<file path="src/hw/rename_pkg.sv">
// Rename stage package with widths, register-name types, instruction structs and operand union
package rename_pkg;

	// Register file sizes
	localparam int NUM_LREGS = 32;
	localparam int NUM_PREGS = 64;
	localparam int LREG_W = $clog2(NUM_LREGS);
	localparam int PREG_W = $clog2(NUM_PREGS);

	// Instructions per cycle and default retirement width
	localparam int ISSUE_WIDTH = 2;
	localparam int COMMIT_WIDTH_DEFAULT = 4;

	typedef logic [LREG_W-1:0] lreg_t;
	typedef logic [PREG_W-1:0] preg_t;

	// Register view of source 1, name sits in the low bits
	typedef struct packed {
		logic [31-PREG_W:0] pad;
		preg_t name;
	} src_reg_t;

	// Source 1 is either a full immediate or a register name
	typedef union packed {
		logic [31:0] imm;
		src_reg_t regv;
	} operand_u;

	// Decoded instruction from the previous stage
	typedef struct packed {
		logic valid;
		logic writeback;
		logic src1_imm;
		logic [4:0] cmd;
		lreg_t dest;
		lreg_t src0;
		operand_u src1;
	} dec_inst_t;

	// Instruction after renaming, sources hold physical names
	typedef struct packed {
		logic valid;
		logic writeback;
		logic src1_imm;
		logic [4:0] cmd;
		lreg_t dest;
		preg_t dest_preg;
		preg_t src0;
		operand_u src1;
	} ren_inst_t;

	// One map write, used for allocation and for commit
	typedef struct packed {
		logic valid;
		lreg_t lreg;
		preg_t preg;
	} map_wr_t;

endpackage

</file>
<file path="src/hw/map_table.sv">
// Speculative and committed register maps with allocation, commit and restore
`timescale 1ns/1ps

module map_table #(
	parameter int COMMIT_WIDTH = rename_pkg::COMMIT_WIDTH_DEFAULT
) (
	input logic iCLOCK,
	input logic inRESET,
	input logic restart,
	input rename_pkg::map_wr_t alloc [rename_pkg::ISSUE_WIDTH],
	input rename_pkg::map_wr_t commit [COMMIT_WIDTH],
	input rename_pkg::lreg_t rd_lreg [2*rename_pkg::ISSUE_WIDTH],
	output rename_pkg::preg_t rd_preg [2*rename_pkg::ISSUE_WIDTH]
);
	import rename_pkg::*;

	// Current state of both maps
	preg_t spec_map [NUM_LREGS];
	preg_t comm_map [NUM_LREGS];

	// Values loaded at the next edge
	preg_t spec_next [NUM_LREGS];
	preg_t comm_next [NUM_LREGS];

	// Retirement updates, a later port overrides an earlier one
	always_comb begin
		comm_next = comm_map;
		for (int c = 0; c < COMMIT_WIDTH; c++) begin
			if (commit[c].valid) begin
				comm_next[commit[c].lreg] = commit[c].preg;
			end
		end
	end

	// Speculative map follows allocation unless a restart rolls it back
	always_comb begin
		if (restart) begin
			// Restore includes the commits of this same cycle
			spec_next = comm_next;
		end else begin
			spec_next = spec_map;
			// Slot 1 is younger and wins on the same lreg
			for (int s = 0; s < ISSUE_WIDTH; s++) begin
				if (alloc[s].valid) begin
					spec_next[alloc[s].lreg] = alloc[s].preg;
				end
			end
		end
	end

	always_ff @(posedge iCLOCK or negedge inRESET) begin
		if (!inRESET) begin
			// Identity mapping out of reset
			for (int i = 0; i < NUM_LREGS; i++) begin
				spec_map[i] <= preg_t'(i);
				comm_map[i] <= preg_t'(i);
			end
		end else begin
			spec_map <= spec_next;
			comm_map <= comm_next;
		end
	end

	// Source lookup on the map as it stands this cycle
	always_comb begin
		for (int r = 0; r < 2*ISSUE_WIDTH; r++) begin
			rd_preg[r] = spec_map[rd_lreg[r]];
		end
	end

endmodule

</file>
<file path="src/hw/operand_resolve.sv">
// Source operand translation through the map and forwarding from slot 0 to slot 1
`timescale 1ns/1ps

module operand_resolve (
	input rename_pkg::dec_inst_t inst [rename_pkg::ISSUE_WIDTH],
	input rename_pkg::preg_t new_preg [rename_pkg::ISSUE_WIDTH],
	output rename_pkg::lreg_t rd_lreg [2*rename_pkg::ISSUE_WIDTH],
	input rename_pkg::preg_t rd_preg [2*rename_pkg::ISSUE_WIDTH],
	output rename_pkg::ren_inst_t renamed [rename_pkg::ISSUE_WIDTH]
);
	import rename_pkg::*;

	// Slot 0 produces a new name that slot 1 may need
	logic fwd_en;
	lreg_t src1_lreg [ISSUE_WIDTH];
	preg_t src0_name [ISSUE_WIDTH];
	preg_t src1_name [ISSUE_WIDTH];

	assign fwd_en = inst[0].valid && inst[0].writeback;

	// Map read ports, even index is source 0, odd is source 1
	always_comb begin
		for (int s = 0; s < ISSUE_WIDTH; s++) begin
			src1_lreg[s] = inst[s].src1.regv.name[LREG_W-1:0];
			rd_lreg[2*s] = inst[s].src0;
			rd_lreg[2*s+1] = src1_lreg[s];
		end
	end

	always_comb begin
		for (int s = 0; s < ISSUE_WIDTH; s++) begin
			src0_name[s] = rd_preg[2*s];
			src1_name[s] = rd_preg[2*s+1];
		end
		// Map still holds the old name for slot 0's dest
		if (fwd_en && inst[1].src0 == inst[0].dest) begin
			src0_name[1] = new_preg[0];
		end
		if (fwd_en && src1_lreg[1] == inst[0].dest) begin
			src1_name[1] = new_preg[0];
		end
	end

	// Assemble the renamed pair
	always_comb begin
		for (int s = 0; s < ISSUE_WIDTH; s++) begin
			renamed[s].valid = inst[s].valid;
			renamed[s].writeback = inst[s].writeback;
			renamed[s].src1_imm = inst[s].src1_imm;
			renamed[s].cmd = inst[s].cmd;
			renamed[s].dest = inst[s].dest;
			renamed[s].dest_preg = inst[s].writeback ? new_preg[s] : '0;
			renamed[s].src0 = src0_name[s];
			renamed[s].src1 = inst[s].src1;
			// Immediates pass untouched
			if (!inst[s].src1_imm) begin
				renamed[s].src1.regv.pad = '0;
				renamed[s].src1.regv.name = src1_name[s];
			end
		end
	end

endmodule

</file>
<file path="src/hw/rename_buffer.sv">
// Output register for the renamed instruction pair, held while locked
`timescale 1ns/1ps

module rename_buffer (
	input logic iCLOCK,
	input logic inRESET,
	input logic restart,
	input logic lock,
	input rename_pkg::ren_inst_t renamed [rename_pkg::ISSUE_WIDTH],
	output rename_pkg::ren_inst_t held [rename_pkg::ISSUE_WIDTH]
);
	import rename_pkg::*;

	ren_inst_t buf_q [ISSUE_WIDTH];

	always_ff @(posedge iCLOCK or negedge inRESET) begin
		if (!inRESET) begin
			for (int s = 0; s < ISSUE_WIDTH; s++) begin
				buf_q[s] <= '0;
			end
		end else if (restart) begin
			// Flush, the pair accepted this cycle is dropped too
			for (int s = 0; s < ISSUE_WIDTH; s++) begin
				buf_q[s] <= '0;
			end
		end else if (!lock) begin
			buf_q <= renamed;
		end
	end

	assign held = buf_q;

endmodule

</file>
<file path="src/hw/rename_top.sv">
// Rename stage top level with lock, free-list requests and the rename pipeline
`timescale 1ns/1ps

module rename_top #(
	parameter int COMMIT_WIDTH = rename_pkg::COMMIT_WIDTH_DEFAULT
) (
	input logic iCLOCK,
	input logic inRESET,
	input logic restart,
	// Previous stage
	input rename_pkg::dec_inst_t prev_inst [rename_pkg::ISSUE_WIDTH],
	output logic prev_lock,
	// Free-list channels
	input rename_pkg::preg_t free_num_0,
	input rename_pkg::preg_t free_num_1,
	input logic free_empty_0,
	input logic free_empty_1,
	output logic free_rd_0,
	output logic free_rd_1,
	// Retirement
	input rename_pkg::map_wr_t commit [COMMIT_WIDTH],
	// Next stage
	output rename_pkg::ren_inst_t next_inst [rename_pkg::ISSUE_WIDTH],
	output logic [rename_pkg::ISSUE_WIDTH-1:0] stage_valid,
	input logic next_lock
);
	import rename_pkg::*;

	logic lock;
	logic [ISSUE_WIDTH-1:0] pop;
	preg_t free_num [ISSUE_WIDTH];
	map_wr_t alloc [ISSUE_WIDTH];
	lreg_t rd_lreg [2*ISSUE_WIDTH];
	preg_t rd_preg [2*ISSUE_WIDTH];
	ren_inst_t renamed [ISSUE_WIDTH];
	ren_inst_t held [ISSUE_WIDTH];

	// Stall on an empty free list or a blocked next stage
	assign lock = free_empty_0 || free_empty_1 || next_lock;
	assign prev_lock = lock;

	assign free_num[0] = free_num_0;
	assign free_num[1] = free_num_1;

	// One pop per writing instruction, same pop drives the map write
	always_comb begin
		for (int s = 0; s < ISSUE_WIDTH; s++) begin
			pop[s] = prev_inst[s].valid && prev_inst[s].writeback && !lock;
			alloc[s].valid = pop[s];
			alloc[s].lreg = prev_inst[s].dest;
			alloc[s].preg = free_num[s];
		end
	end

	assign free_rd_0 = pop[0];
	assign free_rd_1 = pop[1];

	map_table #(
		.COMMIT_WIDTH(COMMIT_WIDTH)
	) u_map_table (
		.iCLOCK(iCLOCK),
		.inRESET(inRESET),
		.restart(restart),
		.alloc(alloc),
		.commit(commit),
		.rd_lreg(rd_lreg),
		.rd_preg(rd_preg)
	);

	operand_resolve u_operand_resolve (
		.inst(prev_inst),
		.new_preg(free_num),
		.rd_lreg(rd_lreg),
		.rd_preg(rd_preg),
		.renamed(renamed)
	);

	rename_buffer u_rename_buffer (
		.iCLOCK(iCLOCK),
		.inRESET(inRESET),
		.restart(restart),
		.lock(lock),
		.renamed(renamed),
		.held(held)
	);

	// Valids go out only while the stage is not locked
	always_comb begin
		for (int s = 0; s < ISSUE_WIDTH; s++) begin
			next_inst[s] = held[s];
			next_inst[s].valid = held[s].valid && !lock;
			stage_valid[s] = held[s].valid;
		end
	end

endmodule

</file>
<file path="config.mk">
export PLATFORM = sky130hd
export DESIGN_NAME = rename_top
export DESIGN_NICKNAME = d
export VERILOG_FILES = /design/src/hw/rename_pkg.sv /design/src/hw/map_table.sv /design/src/hw/operand_resolve.sv /design/src/hw/rename_buffer.sv /design/src/hw/rename_top.sv
export SDC_FILE = /design/constraint.sdc
export NUM_CORES = 2
export LEC_CHECK = 0
export BUFFER_PORTS_ARGS = -buffer_cell sky130_fd_sc_hd__buf_2
export CORE_AREA = 5 5 266 268
export DETAILED_ROUTE_END_ITERATION = 16
export DIE_AREA = 0 0 271 273
export PLACE_DENSITY_LB_ADDON = 0.1
export REMOVE_ABC_BUFFERS = 1
export SLEW_MARGIN = 10
export SYNTH_ARGS = -nofsm -noshare
export SYNTH_HDL_FRONTEND = slang
export SYNTH_SLANG_ARGS = --single-unit
</file>
<file path="constraint.sdc">
create_clock -name iCLOCK -period 2.2 [get_ports iCLOCK]
set_clock_uncertainty 0.15 [all_clocks]
set_input_delay 0.44 -clock iCLOCK [delete_from_list [all_inputs] [get_ports iCLOCK]]
set_output_delay 0.44 -clock iCLOCK [all_outputs]
set_load 0.03 [all_outputs]
</file>
### Word level (Yosys, flattened, before mapping)

Index checks and enable logic that the tools add are counted.

* bits in registers: 498
* bits in latches: 0
* bits in writable memories: 0
* memory bits (read-only): 0
* bits of input ports: 166
* output and inout bits: 119
* logic and storage cells: 172
* memories: 0

* add/subtract/negate cells: 0
* multiply operators: 0
* div/mod/pow operators: 0
* magnitude comparators: 16
* eq/ne operators: 3
* shift-type cells: 0
* mux-type cells: 46
* bitwise operators: 10
* reduce and logical (&&, ||, !) cells: 17

Operator list (number)
* two-way mux 192 bit: 8
* bitwise mux 192 bit: 6
* two-way mux 114 bit: 2
* demux 6 bit (select 5 bit): 6
* binary-select mux 6 bit (select 5 bit): 4
* two-way mux 6 bit: 18
* two-way mux 32 bit: 2
* >= comparator 6 bit, second input constant: 10
* NOT 5 -> 6 bit: 10
* < comparator 6 x 1 -> 1 bit, second input constant: 6
* logical AND 1 bit: 14
* == test 5 bit: 2
* logical OR 1 bit: 2
* != test 2 bit, second input constant: 1
* logical NOT 1 bit: 1

### Logic depth before layout (Yosys ltp)

* depth in word-level cells: 14
* gate-level depth with buffers: 8
* depth with buffers taken out: 6

### Modules after synthesis

From an unflattened synthesis, not the netlist that was laid out.

* cells, all modules: 4656
* area, all modules: 42762.3 µm²

By module, submodules not included
* map_table: instances 1, cells each 4114, area an instance 36779.0 µm², seq. area each 9809.4 µm²
* rename_buffer: instances 1, cells each 368, area an instance 4653.2 µm², seq. area each 2852.7 µm²
* operand_resolve: instances 1, cells each 168, area an instance 1288.7 µm², seq. area each 0.0 µm²
* rename_top: instances 1, cells each 6, area an instance 41.3 µm², seq. area each 0.0 µm²

### Worst setup path before layout

Ideal clock, no wire load.

* kind: input-to-reg
* start: input commit[34] in the netlist's numbering
* end: register u_map_table.spec_map[174] in the netlist's numbering
* data arrival time: 2076 ps
* required time: 1929 ps
* slack: -147 ps
* stages: 8
* path buffers: 3
* cells stage by stage: buf_2 or4b_1 buf_6 buf_6 nor3_2 a31oi_1 a221o_1 a22o_1

RTL lines
* start: declaration: line rename_top.sv:21 `input rename_pkg::map_wr_t commit [COMMIT_WIDTH],`
* end signal: indexed assignment: line map_table.sv:55 `spec_map[i] <= preg_t'(i);`
* end signal: assignment: line map_table.sv:59 `spec_map <= spec_next;`
* end: declaration: line map_table.sv:18 `preg_t spec_map [NUM_LREGS];`

==> results.md <==
- The flow ran to the end, but the final reports show violations.
- The final reports fail on negative setup slack.
- The number of global-route vias before repair is ~40000.
- Entering global routing, the biggest net connects between 100 and 150 pins.
- The width of the chip is roughly 270 µm.
- The startpoint of the worst setup timing path is commit[6].
- The master cell of the clock root buffer is sky130_fd_sc_hd__clkbuf_16.
- In the finished design, the share of the clock period the worst path needs comes to 100%.
- In this run the cell area measured after placement is roughly 44000 µm².
- The largest driver fanout on the critical path is 8.
- The floorplan has 96 rows.
- The die area is roughly 74000 µm².
- Of the post-synthesis cell area, the dominant cell type holds about 23%.
- For this run, the slowest stage of the critical path takes 0.78 ns.
- The count of vias placed by the detailed router is 41200.
- The number of violations of the max-capacitance limit is 0.
- At the worst endpoint, the arrival time is 2.65 ns.
- In this run the worst setup path terminates at u_map_table.spec_map[93].
- The TritonCTS clock tree is done.
- After synthesis, the cell types taking the most area are sky130_fd_sc_hd__dfrtp_1 (23%), sky130_fd_sc_hd__mux4_2 (12%), sky130_fd_sc_hd__dfstp_2 (11%).
- Together, buffers and inverters on the worst path number 1.
- The flip-flop and latch count after synthesis is roughly 500.
- The total overflow left after global routing is 0.
- The reg-to-reg critical path startpoint is u_map_table.spec_map[51].
- The worst-case IR drop observed on VDD is 0.728 mV.
- The clock-pin slew on the worst setup and hold paths is approximately 0.06 ns.
- The area growth from synthesis to layout is 27.5%.
- The minimum clock period is around 2.2 ns.
- The die outline height is ~270 µm.
- The top-level I/O count is about 290.
- For this block, the initial DRC count from the detailed router was approximately 7200.
- The leakage component of the power is between 0.02 and 0.025 µW.
- Data on the critical path is required at its endpoint by roughly 2.6 ns.
- The later pin in the worst-skew pair is clocked with a latency of ~0.67 ns.
- The category of the worst setup path capture point is a flip-flop.
- The number of buffers added for setup after CTS is 0.
- The number of nets in the layout is about 4700.
- The kind of cell with the highest combined delay along the critical path is simple AND/OR/NAND/NOR gates.
- The summed instance area of the synthesized netlist is 37000 µm².
- The first detailed-routing pass ran for 8 iterations.
- For this run, the leading register cell type out of synthesis is sky130_fd_sc_hd__dfrtp_1.
- The slowest stage of the critical path belongs to the cell sky130_fd_sc_hd__nor3_1.
- The number of antenna violations at the first check in global routing came to 9.
- In the routed design, unresolved DRC markers number 0.
- For this block, the routed nets add up to roughly 190000 µm of wire.
- The detailed-route wire length per cell is about 34 µm.
- The mean instance size in the synthesized netlist is 9.52 µm².
- The number of pins with negative max-slew slack in the final report was 0.
- The sequential-to-total area share from yosys stat is 34.2%.
- The least setup slack across all paths after layout is -0.0106 ns.
- The global-route wire length before repair is between 200000 and 300000 µm.
- The ratio of routed vias to standard cells is 7.57.
- The number of antenna-violating nets in the routed design is 0.
- The number of endpoints failing setup at the final stage is 1.
- The relative max-transition margin is between 10% and 20%.
- The async set or reset register ratio after synthesis is 100%.
- The number of different library cells used by synthesis comes to 71.
- In this run the register-to-register setup slack is about 0.030 ns.
- Walking the worst path, the cells encountered are buf_2 -> or2_2 -> nor2_1 -> nor3_1 -> a221o_1 -> a22o_1.
- sky130_fd_sc_hd__dfrtp_1 takes more of the synthesized area than any other cell.
- The maximum level of the CTS H-tree is 2.
- The buffer depth of the longest clock path is 3.
- The number of instances in the synthesized netlist is ~3900.
- The cell with the most instances after synthesis is sky130_fd_sc_hd__clkbuf_1.
- The routability congestion estimate from global placement is ~1.1.
- Of the cells placed in the final design, the portion with a size suffix greater than 1 is 34.1%.
- The power per cell area is 793 nW/µm².
- The fill cell total of the finished layout is 5152.
- Global routing consumed, over all layers together, 48.4% of the routing resources.
- The cell count of the worst reg-to-reg path is 5.
- The TritonCTS buffer count is 56.
- For the pin with the worst max-slew slack, the measured transition is ~1.3 ns.
- The synthesized design contains 0 enable-type register cells.
- The worst setup path is launched from an input pin.
- The placeable core region is between 60000 and 70000 µm².
- The critical path start-end classification is input pin to flip-flop.
- During synthesis, Yosys emitted a total of 0 warnings.
- The total power of the final layout is roughly 37000 µW.
- Detailed placement finished with a half-perimeter wire length of 134000 µm.
- The depth of the critical timing path with buffers and inverters included is 6.
- The reg-to-reg critical path endpoint is u_rename_buffer.held[35].
- The worst hold path belongs to the class input pin to flip-flop.
- Counting instances in the post-synthesis netlist gives the leading cell types as sky130_fd_sc_hd__clkbuf_1 (374), sky130_fd_sc_hd__dfrtp_1 (338), sky130_fd_sc_hd__o21ai_0 (283).
- The count of input and output buffers is about 280.
- For this design, the sink count on the clock tree is ~500.
- Static timing analysis puts the maximum clock frequency at 452 MHz.
- The post-layout instance area is approximately 47000 µm².
- Once the floorplan was initialized, standard cells occupied between 50% and 60% of the core.
- The hold violation total from the final report is 0.
## kinds of logic after synthesis
group	after synthesis	synth area share [%]
AOI/OAI and AO/OA	1321	24.8
xor gates and xnor gates	10	0.237
buffers and inverters	518	5.67
DFF	498	34.2
muxes	448	18.6
and+or+nand+nor	1091	16.5
## how the worst min path moves through the flow
| stage | cells after the start | endpoint | slack (ns) | startpoint |
|---|---|---|---|---|
| 2_1_floorplan | 0 | u_map_table.comm_map[100] | -0.006 | inRESET |
| 3_3_place_gp | 1 | u_map_table.spec_map[107] | 0.20 | inRESET |
| 3_5_place_dp | 1 | u_map_table.spec_map[107] | 0.20 | inRESET |
| 4_1_cts | 3 | u_rename_buffer.held[5] | 0.02 | prev_inst[5] |
| 5_1_grt | 3 | u_rename_buffer.held[5] | 0.04 | prev_inst[5] |
| 6_report | 3 | u_rename_buffer.held[5] | 0.04 | prev_inst[5] |
## area by class of cell
class / count / area [µm²] / area share, %
Antenna cell: 16 / 40.0 / 0.0849
Clock buffer: 75 / 1560 / 3.31
Clock inverter: 31 / 332 / 0.703
Inverter: 19 / 71.3 / 0.151
Multi-Input combinational cell: 2870 / 22400 / 47.5
Sequential cell: 498 / 12700 / 26.9
Tap cell: 882 / 1100 / 2.34
Timing Repair Buffer: 1052 / 9000 / 19.1
## cells in the final DEF, fill, tap and decap left out, drive strengths merged, types with 23 or more instances in the layout
| master | n |
|---|---|
| clkbuf | 75 |
| dlygate4sd3 | 74 |
| dfrtp | 338 |
| a22o | 257 |
| a31oi | 262 |
| nor2 | 103 |
| and2 | 127 |
| buf | 977 |
| a221o | 170 |
| dfstp | 160 |
| mux4 | 189 |
| nand2 | 174 |
| a21oi | 194 |
| nor3 | 231 |
| o21ai | 305 |
| a21o | 32 |
| or2 | 39 |
| mux2i | 236 |
| and3 | 55 |
| nand3 | 239 |
| inv | 23 |
| mux2 | 23 |
| a22oi | 24 |
## power breakdown
| part | total [µW] | internal [µW] | switching, µW |
|---|---|---|---|
| registers | 13900 | 11700 | 2220 |
| clock network | 9900 | 5510 | 4390 |
| logic | 13600 | 6230 | 7360 |
| total | 37400 | 23400 | 14000 |
## metal layers
| metal | wire length (µm) | vias to the layer above | global-route usage [%] | part of all wire, % |
|---|---|---|---|---|
| met1 | 63400 | 19800 | 58.9 | 34 |
| met5 | 135 | - | 0.855 | 0.072 |
| met2 | 76600 | 3949 | 69.9 | 41 |
| li1 | - | 16400 | - | - |
| met3 | 31400 | 1053 | 21.5 | 17 |
| met4 | 15700 | 10 | 31.2 | 8.4 |
## flip-flops by register name (all words and copies together), names as in the netlist
register,count
u_map_table.comm_map,192
u_map_table.spec_map,192
u_rename_buffer.held,114
## through the flow
stage	setup WS (ns)	setup TNS [ns]	hold slack, ns	utilization (%)	cells
after floorplan	-1.67	-436.42	-0.00559	-	3387
after global placement	-0.617	-108.50	0.198	65.2	5247
after detailed placement	-0.677	-125.44	0.197	65.2	5247
after CTS	0.0184	0	0.0201	69.1	5428
after global routing	-0.0165	-0.0165	0.0374	69.2	5429
final	-0.0106	-0.0106	0.0373	69.2	5443
## worst reg2reg max path, cell delays in order (launching register included)
cell	delay (ns)
sky130_fd_sc_hd__dfrtp_1	0.48
sky130_fd_sc_hd__mux4_2	0.59
sky130_fd_sc_hd__mux2_2	0.30
sky130_fd_sc_hd__a21oi_1	0.26
sky130_fd_sc_hd__buf_4	0.17
sky130_fd_sc_hd__o211ai_1	0.09
## timing repair
item,in CTS,in global routing
hold buffers,75,0
setup endpoints to repair,4,78
pin swaps,0,2
endpoints found under the hold margin,306,0
resized for setup,1,14
Note: power is estimated with default switching activity, not from simulation.
